==> config.mk <==
export PLATFORM = sky130hd
export DESIGN_NAME = rv_frontend_top
export DESIGN_NICKNAME = d
export VERILOG_FILES = /design/src/rv_pkg.sv /design/src/insn_if.sv /design/src/pc_gen.sv /design/src/fetch_fsm.sv /design/src/decode_stage.sv /design/src/decode_out_reg.sv /design/src/rv_frontend_top.sv
export SDC_FILE = /design/constraint.sdc
export NUM_CORES = 1
export LEC_CHECK = 0
export BUFFER_PORTS_ARGS = -buffer_cell sky130_fd_sc_hd__buf_2
export CAP_MARGIN = 20
export CORE_AREA = 2 2 221 223
export DETAILED_ROUTE_END_ITERATION = 10
export DIE_AREA = 0 0 223 225
export PLACE_DENSITY = 0.44
export SLEW_MARGIN = 20
export SYNTH_ARGS = -nofsm -noshare
export SYNTH_HDL_FRONTEND = slang
export SYNTH_SLANG_ARGS = --single-unit
==> constraint.sdc <==
create_clock -name clk_i -period 11.6 [get_ports clk_i]
set_input_delay 1.74 -clock clk_i [delete_from_list [all_inputs] [get_ports clk_i]]
set_output_delay 1.74 -clock clk_i [all_outputs]
set_load 0.1 [all_outputs]
==> src/rv_pkg.sv <==
package rv_pkg;

    ////////////////////
    // Widths and constants
    ////////////////////

    localparam int XLEN   = 32;
    localparam int REG_AW = 5;
    localparam int CSR_AW = 12;

    localparam logic [XLEN-1:0] RESET_PC  = 32'h0000_0000;
    localparam logic [XLEN-1:0] WFI_INSN  = 32'h1050_0073;
    localparam logic [XLEN-1:0] MRET_INSN = 32'h3020_0073;

    ////////////////////
    // Encodings
    ////////////////////

    typedef enum logic [6:0] {
        OP_R_M   = 7'b0110011,  // Register ops, MUL/DIV included.
        OP_I     = 7'b0010011,
        OP_L     = 7'b0000011,
        OP_S     = 7'b0100011,
        OP_B     = 7'b1100011,
        OP_JAL   = 7'b1101111,
        OP_JALR  = 7'b1100111,
        OP_LUI   = 7'b0110111,
        OP_AUIPC = 7'b0010111,
        OP_CSR   = 7'b1110011   // SYSTEM, also WFI and MRET.
    } opcode_e;

    typedef enum logic [2:0] {
        ST_REQ,     // Request on the memory bus.
        ST_WAIT,    // Waiting for the response.
        ST_HOLD,    // Word held, decode side busy.
        ST_STALL,   // Waiting for a redirect from execute.
        ST_SLEEP    // WFI, waiting for irq.
    } fetch_state_e;

    typedef struct packed {
        logic [XLEN-1:0]   pc;
        logic [XLEN-1:0]   pc_add4;
        logic [XLEN-1:0]   pc_add_imm;
        logic [XLEN-1:0]   imm;
        logic [REG_AW-1:0] rd;
        logic [REG_AW-1:0] rs1;
        logic [REG_AW-1:0] rs2;
        logic [CSR_AW-1:0] csr_addr;
        logic              mul;
        logic              wfi;
        logic              mret;
        logic              mem_read;
        logic              mem_store;
        logic              reg_write;
        logic              op1_is_reg;
        logic              op2_is_reg;
        logic              branch_jump;
        logic              csr_write;
    } decoded_t;

endpackage

==> src/insn_if.sv <==
`timescale 1ns/100ps

interface insn_if import rv_pkg::*; ();

    logic            valid;
    logic            ready;
    logic [XLEN-1:0] pc;
    logic [XLEN-1:0] insn;

    // Fetch side owns the word and its address.
    modport fetch (
        output valid,
        output pc,
        output insn,
        input  ready
    );

    modport decode (
        output ready,
        input  valid,
        input  pc,
        input  insn
    );

endinterface

==> src/pc_gen.sv <==
`timescale 1ns/100ps

module pc_gen import rv_pkg::*; (
    input  logic            clk_i,
    input  logic            arst_n_i,
    input  logic            step_i,
    input  logic            load_i,
    input  logic [XLEN-1:0] target_i,
    output logic [XLEN-1:0] pc_o
);

    logic [XLEN-1:0] pc_q;
    logic [XLEN-1:0] pc_d;

    always_comb begin
        pc_d = pc_q;
        if (load_i) begin
            pc_d = target_i;             // Load beats step.
        end else if (step_i) begin
            pc_d = pc_q + 32'd4;
        end
    end

    always_ff @(posedge clk_i or negedge arst_n_i) begin
        if (!arst_n_i) begin
            pc_q <= RESET_PC;
        end else begin
            pc_q <= pc_d;
        end
    end

    assign pc_o = pc_q;

endmodule

==> src/fetch_fsm.sv <==
`timescale 1ns/100ps

module fetch_fsm import rv_pkg::*; (
    input  logic            clk_i,
    input  logic            arst_n_i,
    output logic            req_valid_o,
    input  logic            req_ready_i,
    output logic [XLEN-1:0] req_addr_o,
    input  logic            rsp_valid_i,
    input  logic [XLEN-1:0] rsp_data_i,
    input  decoded_t        dec_i,
    input  logic            redirect_valid_i,
    input  logic [XLEN-1:0] redirect_pc_i,
    input  logic [XLEN-1:0] mepc_i,
    input  logic            irq_i,
    input  logic [XLEN-1:0] pc_i,
    output logic            pc_step_o,
    output logic            pc_load_o,
    output logic [XLEN-1:0] pc_target_o,
    insn_if.fetch           insn
);

    fetch_state_e    state_q;
    fetch_state_e    state_d;
    logic            req_valid_q;
    logic [XLEN-1:0] hold_q;
    logic            fire;
    logic            is_jal;
    logic            is_stall;

    assign fire     = insn.valid && insn.ready;
    assign is_jal   = dec_i.branch_jump && !dec_i.op1_is_reg;  // JAL has no register operand.
    assign is_stall = dec_i.branch_jump && dec_i.op1_is_reg;   // Branch or JALR.

    assign insn.valid  = ((state_q == ST_WAIT) && rsp_valid_i) || (state_q == ST_HOLD);
    assign insn.insn   = (state_q == ST_HOLD) ? hold_q : rsp_data_i;
    assign insn.pc     = pc_i;                                 // pc only moves on transfer.
    assign req_valid_o = req_valid_q;
    assign req_addr_o  = pc_i;

    ////////////////////
    // Next state and next pc
    ////////////////////

    always_comb begin
        state_d     = state_q;
        pc_step_o   = 1'b0;
        pc_load_o   = 1'b0;
        pc_target_o = dec_i.pc_add_imm;
        case (state_q)
            ST_REQ: begin
                if (req_valid_q && req_ready_i) begin
                    state_d = ST_WAIT;
                end
            end
            ST_WAIT, ST_HOLD: begin
                if (fire) begin
                    state_d = ST_REQ;
                    if (dec_i.mret) begin
                        pc_load_o   = 1'b1;
                        pc_target_o = mepc_i;
                    end else if (dec_i.wfi) begin
                        pc_step_o = 1'b1;
                        state_d   = ST_SLEEP;
                    end else if (is_stall) begin
                        state_d = ST_STALL;
                    end else if (is_jal) begin
                        pc_load_o = 1'b1;
                    end else begin
                        pc_step_o = 1'b1;
                    end
                end else if (insn.valid) begin
                    state_d = ST_HOLD;           // Decode side full, keep the word.
                end
            end
            ST_STALL: begin
                if (redirect_valid_i) begin
                    pc_load_o   = 1'b1;
                    pc_target_o = redirect_pc_i;
                    state_d     = ST_REQ;
                end
            end
            ST_SLEEP: begin
                if (irq_i) begin
                    state_d = ST_REQ;
                end
            end
            default: state_d = ST_REQ;
        endcase
    end

    always_ff @(posedge clk_i or negedge arst_n_i) begin
        if (!arst_n_i) begin
            state_q     <= ST_REQ;
            req_valid_q <= 1'b0;
        end else begin
            state_q     <= state_d;
            req_valid_q <= (state_d == ST_REQ);  // Request starts the cycle after entry.
        end
    end

    always_ff @(posedge clk_i) begin
        if ((state_q == ST_WAIT) && rsp_valid_i) begin
            hold_q <= rsp_data_i;
        end
    end

endmodule

==> src/decode_stage.sv <==
`timescale 1ns/100ps

module decode_stage import rv_pkg::*; (
    input  logic [XLEN-1:0] pc_i,
    input  logic [XLEN-1:0] insn_i,
    output decoded_t        dec_o
);

    opcode_e         opcode;
    logic [2:0]      funct3;
    logic [6:0]      funct7;
    logic [4:0]      rs1;
    logic            is_wfi;
    logic            is_mret;
    logic            csr_rs1_form;
    logic [XLEN-1:0] imm;

    assign opcode  = opcode_e'(insn_i[6:0]);
    assign funct3  = insn_i[14:12];
    assign funct7  = insn_i[31:25];
    assign rs1     = insn_i[19:15];
    assign is_wfi  = (insn_i == WFI_INSN);
    assign is_mret = (insn_i == MRET_INSN);

    // CSRRW/CSRRS/CSRRC read rs1 only when it is not x0.
    assign csr_rs1_form = (opcode == OP_CSR) && (funct3 inside {3'b001, 3'b010, 3'b011})
                          && (rs1 != 5'd0);

    ////////////////////
    // Immediate
    ////////////////////

    always_comb begin
        case (opcode)
            OP_I, OP_L, OP_JALR: begin
                imm = {{20{insn_i[31]}}, insn_i[31:20]};
            end
            OP_S: begin
                imm = {{20{insn_i[31]}}, insn_i[31:25], insn_i[11:7]};
            end
            OP_B: begin
                imm = {{19{insn_i[31]}}, insn_i[31], insn_i[7], insn_i[30:25],
                       insn_i[11:8], 1'b0};
            end
            OP_LUI, OP_AUIPC: begin
                imm = {insn_i[31:12], 12'b0};
            end
            OP_JAL: begin
                imm = {{11{insn_i[31]}}, insn_i[31], insn_i[19:12], insn_i[20],
                       insn_i[30:21], 1'b0};
            end
            OP_CSR:  imm = {27'b0, rs1};     // zimm.
            default: imm = '0;
        endcase
    end

    ////////////////////
    // Fields and flags
    ////////////////////

    always_comb begin
        dec_o.pc          = pc_i;
        dec_o.pc_add4     = pc_i + 32'd4;
        dec_o.pc_add_imm  = pc_i + imm;
        dec_o.imm         = imm;
        dec_o.rd          = insn_i[11:7];
        dec_o.rs1         = rs1;
        dec_o.rs2         = insn_i[24:20];
        dec_o.csr_addr    = insn_i[31:20];
        dec_o.mul         = (opcode == OP_R_M) && (funct7 == 7'b0000001);
        dec_o.wfi         = is_wfi;
        dec_o.mret        = is_mret;
        dec_o.mem_read    = (opcode == OP_L);
        dec_o.mem_store   = (opcode == OP_S);
        dec_o.reg_write   = opcode inside {OP_L, OP_R_M, OP_I, OP_JAL, OP_JALR,
                                           OP_LUI, OP_AUIPC, OP_CSR};
        dec_o.op1_is_reg  = (opcode inside {OP_R_M, OP_I, OP_S, OP_L, OP_JALR, OP_B})
                            || csr_rs1_form;
        dec_o.op2_is_reg  = opcode inside {OP_R_M, OP_S, OP_B};
        dec_o.branch_jump = opcode inside {OP_B, OP_JAL, OP_JALR};
        dec_o.csr_write   = (opcode == OP_CSR) && !is_wfi && !is_mret;
    end

endmodule

==> src/decode_out_reg.sv <==
`timescale 1ns/100ps

module decode_out_reg import rv_pkg::*; (
    input  logic     clk_i,
    input  logic     arst_n_i,
    insn_if.decode   insn,
    input  decoded_t dec_i,
    output logic     out_valid_o,
    input  logic     out_ready_i,
    output decoded_t out_o
);

    logic     valid_q;
    decoded_t data_q;
    logic     load;

    // Free slot, or the held entry leaves this cycle.
    assign insn.ready = !valid_q || out_ready_i;
    assign load       = insn.valid && insn.ready;

    always_ff @(posedge clk_i or negedge arst_n_i) begin
        if (!arst_n_i) begin
            valid_q <= 1'b0;
        end else if (load) begin
            valid_q <= 1'b1;
        end else if (out_ready_i) begin
            valid_q <= 1'b0;
        end
    end

    always_ff @(posedge clk_i) begin
        if (load) begin
            data_q <= dec_i;
        end
    end

    assign out_valid_o = valid_q;
    assign out_o       = data_q;

endmodule

==> src/rv_frontend_top.sv <==
`timescale 1ns/100ps

module rv_frontend_top import rv_pkg::*; (
    input  logic              clk_i,
    input  logic              arst_n_i,
    // Instruction memory.
    output logic              imem_req_valid_o,
    input  logic              imem_req_ready_i,
    output logic [XLEN-1:0]   imem_addr_o,
    input  logic              imem_rsp_valid_i,
    input  logic [XLEN-1:0]   imem_rsp_data_i,
    // From execute.
    input  logic              redirect_valid_i,
    input  logic [XLEN-1:0]   redirect_pc_i,
    input  logic [XLEN-1:0]   mepc_i,
    input  logic              irq_i,
    // To execute.
    output logic              dec_valid_o,
    input  logic              dec_ready_i,
    output logic [XLEN-1:0]   dec_pc_o,
    output logic [XLEN-1:0]   dec_pc_add4_o,
    output logic [XLEN-1:0]   dec_pc_add_imm_o,
    output logic [XLEN-1:0]   dec_imm_o,
    output logic [REG_AW-1:0] dec_rd_o,
    output logic [REG_AW-1:0] dec_rs1_o,
    output logic [REG_AW-1:0] dec_rs2_o,
    output logic [CSR_AW-1:0] dec_csr_addr_o,
    output logic              dec_mul_o,
    output logic              dec_wfi_o,
    output logic              dec_mret_o,
    output logic              dec_mem_read_o,
    output logic              dec_mem_store_o,
    output logic              dec_reg_write_o,
    output logic              dec_op1_is_reg_o,
    output logic              dec_op2_is_reg_o,
    output logic              dec_branch_jump_o,
    output logic              dec_csr_write_o
);

    logic            pc_step;
    logic            pc_load;
    logic [XLEN-1:0] pc_target;
    logic [XLEN-1:0] pc;
    decoded_t        dec;
    decoded_t        dec_out;

    insn_if insn_bus ();

    pc_gen pc_gen_inst (
        .clk_i    (clk_i),
        .arst_n_i (arst_n_i),
        .step_i   (pc_step),
        .load_i   (pc_load),
        .target_i (pc_target),
        .pc_o     (pc)
    );

    fetch_fsm fetch_fsm_inst (
        .clk_i            (clk_i),
        .arst_n_i         (arst_n_i),
        .req_valid_o      (imem_req_valid_o),
        .req_ready_i      (imem_req_ready_i),
        .req_addr_o       (imem_addr_o),
        .rsp_valid_i      (imem_rsp_valid_i),
        .rsp_data_i       (imem_rsp_data_i),
        .dec_i            (dec),
        .redirect_valid_i (redirect_valid_i),
        .redirect_pc_i    (redirect_pc_i),
        .mepc_i           (mepc_i),
        .irq_i            (irq_i),
        .pc_i             (pc),
        .pc_step_o        (pc_step),
        .pc_load_o        (pc_load),
        .pc_target_o      (pc_target),
        .insn             (insn_bus.fetch)
    );

    // Decode sits on the bus and feeds both sides.
    decode_stage decode_stage_inst (
        .pc_i   (insn_bus.pc),
        .insn_i (insn_bus.insn),
        .dec_o  (dec)
    );

    decode_out_reg decode_out_reg_inst (
        .clk_i       (clk_i),
        .arst_n_i    (arst_n_i),
        .insn        (insn_bus.decode),
        .dec_i       (dec),
        .out_valid_o (dec_valid_o),
        .out_ready_i (dec_ready_i),
        .out_o       (dec_out)
    );

    assign dec_pc_o          = dec_out.pc;
    assign dec_pc_add4_o     = dec_out.pc_add4;
    assign dec_pc_add_imm_o  = dec_out.pc_add_imm;
    assign dec_imm_o         = dec_out.imm;
    assign dec_rd_o          = dec_out.rd;
    assign dec_rs1_o         = dec_out.rs1;
    assign dec_rs2_o         = dec_out.rs2;
    assign dec_csr_addr_o    = dec_out.csr_addr;
    assign dec_mul_o         = dec_out.mul;
    assign dec_wfi_o         = dec_out.wfi;
    assign dec_mret_o        = dec_out.mret;
    assign dec_mem_read_o    = dec_out.mem_read;
    assign dec_mem_store_o   = dec_out.mem_store;
    assign dec_reg_write_o   = dec_out.reg_write;
    assign dec_op1_is_reg_o  = dec_out.op1_is_reg;
    assign dec_op2_is_reg_o  = dec_out.op2_is_reg;
    assign dec_branch_jump_o = dec_out.branch_jump;
    assign dec_csr_write_o   = dec_out.csr_write;

endmodule

==> flow_metrics.env <==
export IMPL_outcome="finished, final reports clean"
export IMPL_drt_wl_total_mm=43.88
export IMPL_crit_buf_inv=1
export IMPL_yosys_cell_types_count=76
export IMPL_cts_setup_buffers=0
export IMPL_r2r_slack_ns=5.56
export IMPL_cts_htree_levels=1
export IMPL_io_buffer_count=301
export IMPL_drt_met1_wl_mm=20.17
export IMPL_synth_seq_cells=227
export IMPL_async_flop_share_pct=16.30
export IMPL_drt_iter0_drc=468
export IMPL_drv_slew=0
export IMPL_setup_tns_ns=0
export IMPL_antenna_cells=0
export IMPL_multi_input_area_um2=4598
export IMPL_synth_most_common_cell="edfxtp_1"
export IMPL_path_depth=16
export IMPL_synth_common_cells="190 x edfxtp_1, 113 x nand2_1, 62 x nor2_1"
export IMPL_drc=0
export IMPL_syn_to_final_growth_pct=24.87
export IMPL_worstReg2RegEnd="pc_gen_inst.pc_o[18]$_DFFE_PN0P_"
export IMPL_r2r_cells=16
export IMPL_synth_ff_type="edfxtp_1"
export IMPL_startpoint_type="flip-flop"
export IMPL_clock_latency_ns=0.57
export IMPL_clk_pin_slew_ns=0.06
export IMPL_critical_path_slowest_cell="a221oi_1"
export IMPL_syn_avg_cell_area_um2=11.55
export IMPL_ys_seq_area_share_pct=56.23
export IMPL_ioPinCount=302
export IMPL_die_area_um2=50180
export IMPL_wl_met3_mm=2.368
export IMPL_firstDrtPassIters=5
export IMPL_path_delay_family="compound AO/OA/AOI/OAI gates"
export IMPL_cts_tree="yes"
export IMPL_end_kind="flip-flop"
export IMPL_grt_pass1_wl_mm=62.68
export IMPL_path_class="reg2reg"
export IMPL_synth_net_count=1157
export IMPL_die_h_um=225
export IMPL_cts_sinks=227
export IMPL_grt_start_max_net_pins=66
export IMPL_drive_above_1_share_pct=29.70
export IMPL_synth_top_area_cell="edfxtp_1"
export IMPL_grt_pass1_vias=9090
export IMPL_globalRoute_totalOverflow=0
export IMPL_grt_total_usage_pct=17.05
export IMPL_syn_cell_area_um2=11790
export IMPL_dp_hpwl_mm=33.28
export IMPL_synth_top_area_share_pct=48.38
export IMPL_ys_warn_count=0
export IMPL_synth_edf_count=190
export IMPL_place_gp_congestion=0.8566
export IMPL_placementRows=80
export IMPL_hp_class="reg2reg"
export IMPL_antenna_found_initial=1
export IMPL_tightest_slew_ns=1.025
export IMPL_whs_path_depth=2
export IMPL_worstPathRequired_ns=12.01
export IMPL_die_w_um=223
export IMPL_skew_ns=0.01450
export IMPL_regArea_um2=6631
export IMPL_cts_buffers=29
export IMPL_coreArea_um2=47550
export IMPL_cts_buffer_depth=3
export IMPL_cp_cell_sequence="nor3b_4 -> buf_4 -> mux2i_2 -> nand4_1 -> and3_1 -> nor2_1 -> ha_1 -> and3_1 -> a221oi_1 -> o21bai_1 -> a41o_1 -> o41a_1 -> a41o_1 -> xor2_1 -> a211oi_1 -> a21oi_1"
export IMPL_final_nets=1433
export IMPL_ctsResizeCount=0
export IMPL_min_to="decode_out_reg_inst.out_valid_o$_DFFE_PN0P_"
export IMPL_hold_viol_final=0
export IMPL_wl_per_cell_um=22.68
export IMPL_cts_root_buf="clkbuf_16"
export IMPL_ys_top_cells_by_area="edfxtp_1 48%, dfrtp_1 7.9%, xnor2_1 3.8%, nand2_1 3.6%, ha_1 3.4%"
export IMPL_cap_violations=0
export IMPL_vias=9103
export IMPL_start_util_pct=24.80
export IMPL_syn_inst=1021
export IMPL_fin_cells=1935
export IMPL_worstPathArrival_ns=6.45
export IMPL_ant_nets=0
export IMPL_postCtsHoldBufs=0
export IMPL_cp_slowest_stage_delay_ns=0.67
export IMPL_vias_per_cell=4.704
export IMPL_setup_viol=0
export IMPL_met2WireLength_mm=20.53
export IMPL_rr_startpoint="fetch_fsm_inst.state_q[1]$_DFF_PN0_"
export IMPL_highest_layer="met5"
export IMPL_fmax_ghz=0.1656
export IMPL_fillerInstances=4918
export IMPL_path_max_fanout=38
export IMPL_min_from="decode_out_reg_inst.out_valid_o$_DFFE_PN0P_"
export IMPL_rsz0062_at_grt="false"
export IMPL_place_inst=1881
export IMPL_slew_headroom_pct=31.69
export IMPL_min_period_ns=6.038
export IMPL_fin_crit_sh_pct=52.05
sequential cells by signal, summed over array words and instances, names as in the netlist:
name	cells
decode_out_reg_inst.out_valid_o	1
fetch_fsm_inst.hold_q	32
pc_gen_inst.pc_o	32
fetch_fsm_inst.state_q	3
fetch_fsm_inst.req_valid_o	1
decode_out_reg_inst.out_o	158
logic make-up (layout without fill, tap and decap cells):
logic type / Yosys count / in the layout / share of synthesized area (%)
mux: 30 / 30 / 2.621
flops: 227 / 227 / 56.23
simple gates: 318 / 318 / 13.25
fa+ha+maj: 33 / 33 / 3.565
compound gates: 223 / 223 / 12.87
buf+inv: 104 / 403 / 5.072
xor+xnor: 86 / 86 / 6.387
metrics by stage:
stage	util (%)	worst slack, ns	cell area, um^2	hold WS [ns]
final	30.97	5.562	14730	0.5371
after global routing	30.97	5.227	14730	0.5725
after CTS	30.97	5.544	14730	0.5433
after detailed placement	28.93	5.109	13750	0.5164
after global placement	28.93	5.060	13750	0.5206
after floorplan	-	0.8332	11790	0.4739
cell usage in the layout (no fill, tap or decap), types with 9 or more instances in the layout:
cell,synthesis,routed
a211oi_1,22,22
a21o_1,14,14
a21oi_1,53,53
a22o_1,12,12
a22oi_1,11,11
and2_1,10,10
and3_1,15,15
buf_2,13,301
buf_4,41,17
clkbuf_16,0,29
dfrtp_1,37,37
edfxtp_1,190,190
ha_1,32,32
inv_1,31,30
mux2i_1,27,27
nand2_1,113,113
nand2b_1,9,9
nand3_1,27,27
nand4_1,13,13
nor2_1,62,61
nor3_1,18,17
o21ai_0,40,40
xnor2_1,51,51
xor2_1,35,35
final cells by class:
cell class	count	share of cell area (%)
clock inverters	15	1.275
flip-flops and latches	227	45.03
clock buffers	39	5.319
multi-input cells	690	31.23
repair buffers	318	11.10
well taps	615	5.226
inverters	31	0.8242
metal layers:
metal  GRT usage [%]  vias up
met1           23.55     4435
li1                -     4316
met2           28.08      299
met3           2.712       51
met4           3.875        2
met5               0        -
tightest hold or removal path: stages, from the launching register on:
cell and delay, ns:
dfrtp_1 0.35, nand2b_1 0.08, nand2_1 0.07
how the worst max path moves through the flow:
stage                                              from                               end
finish              fetch_fsm_inst.state_q[1]$_DFF_PN0_  pc_gen_inst.pc_o[18]$_DFFE_PN0P_
global route        fetch_fsm_inst.state_q[1]$_DFF_PN0_  pc_gen_inst.pc_o[18]$_DFFE_PN0P_
CTS                 fetch_fsm_inst.state_q[1]$_DFF_PN0_  pc_gen_inst.pc_o[18]$_DFFE_PN0P_
detailed placement                   imem_rsp_data_i[2]  pc_gen_inst.pc_o[18]$_DFFE_PN0P_
global placement                     imem_rsp_data_i[0]  pc_gen_inst.pc_o[18]$_DFFE_PN0P_
floorplan                              imem_rsp_valid_i   pc_gen_inst.pc_o[1]$_DFFE_PN0P_
Power is left out: the tool's default activity adds up to more than one toggle a clock period on the data nets, which glitch-free logic cannot reach.
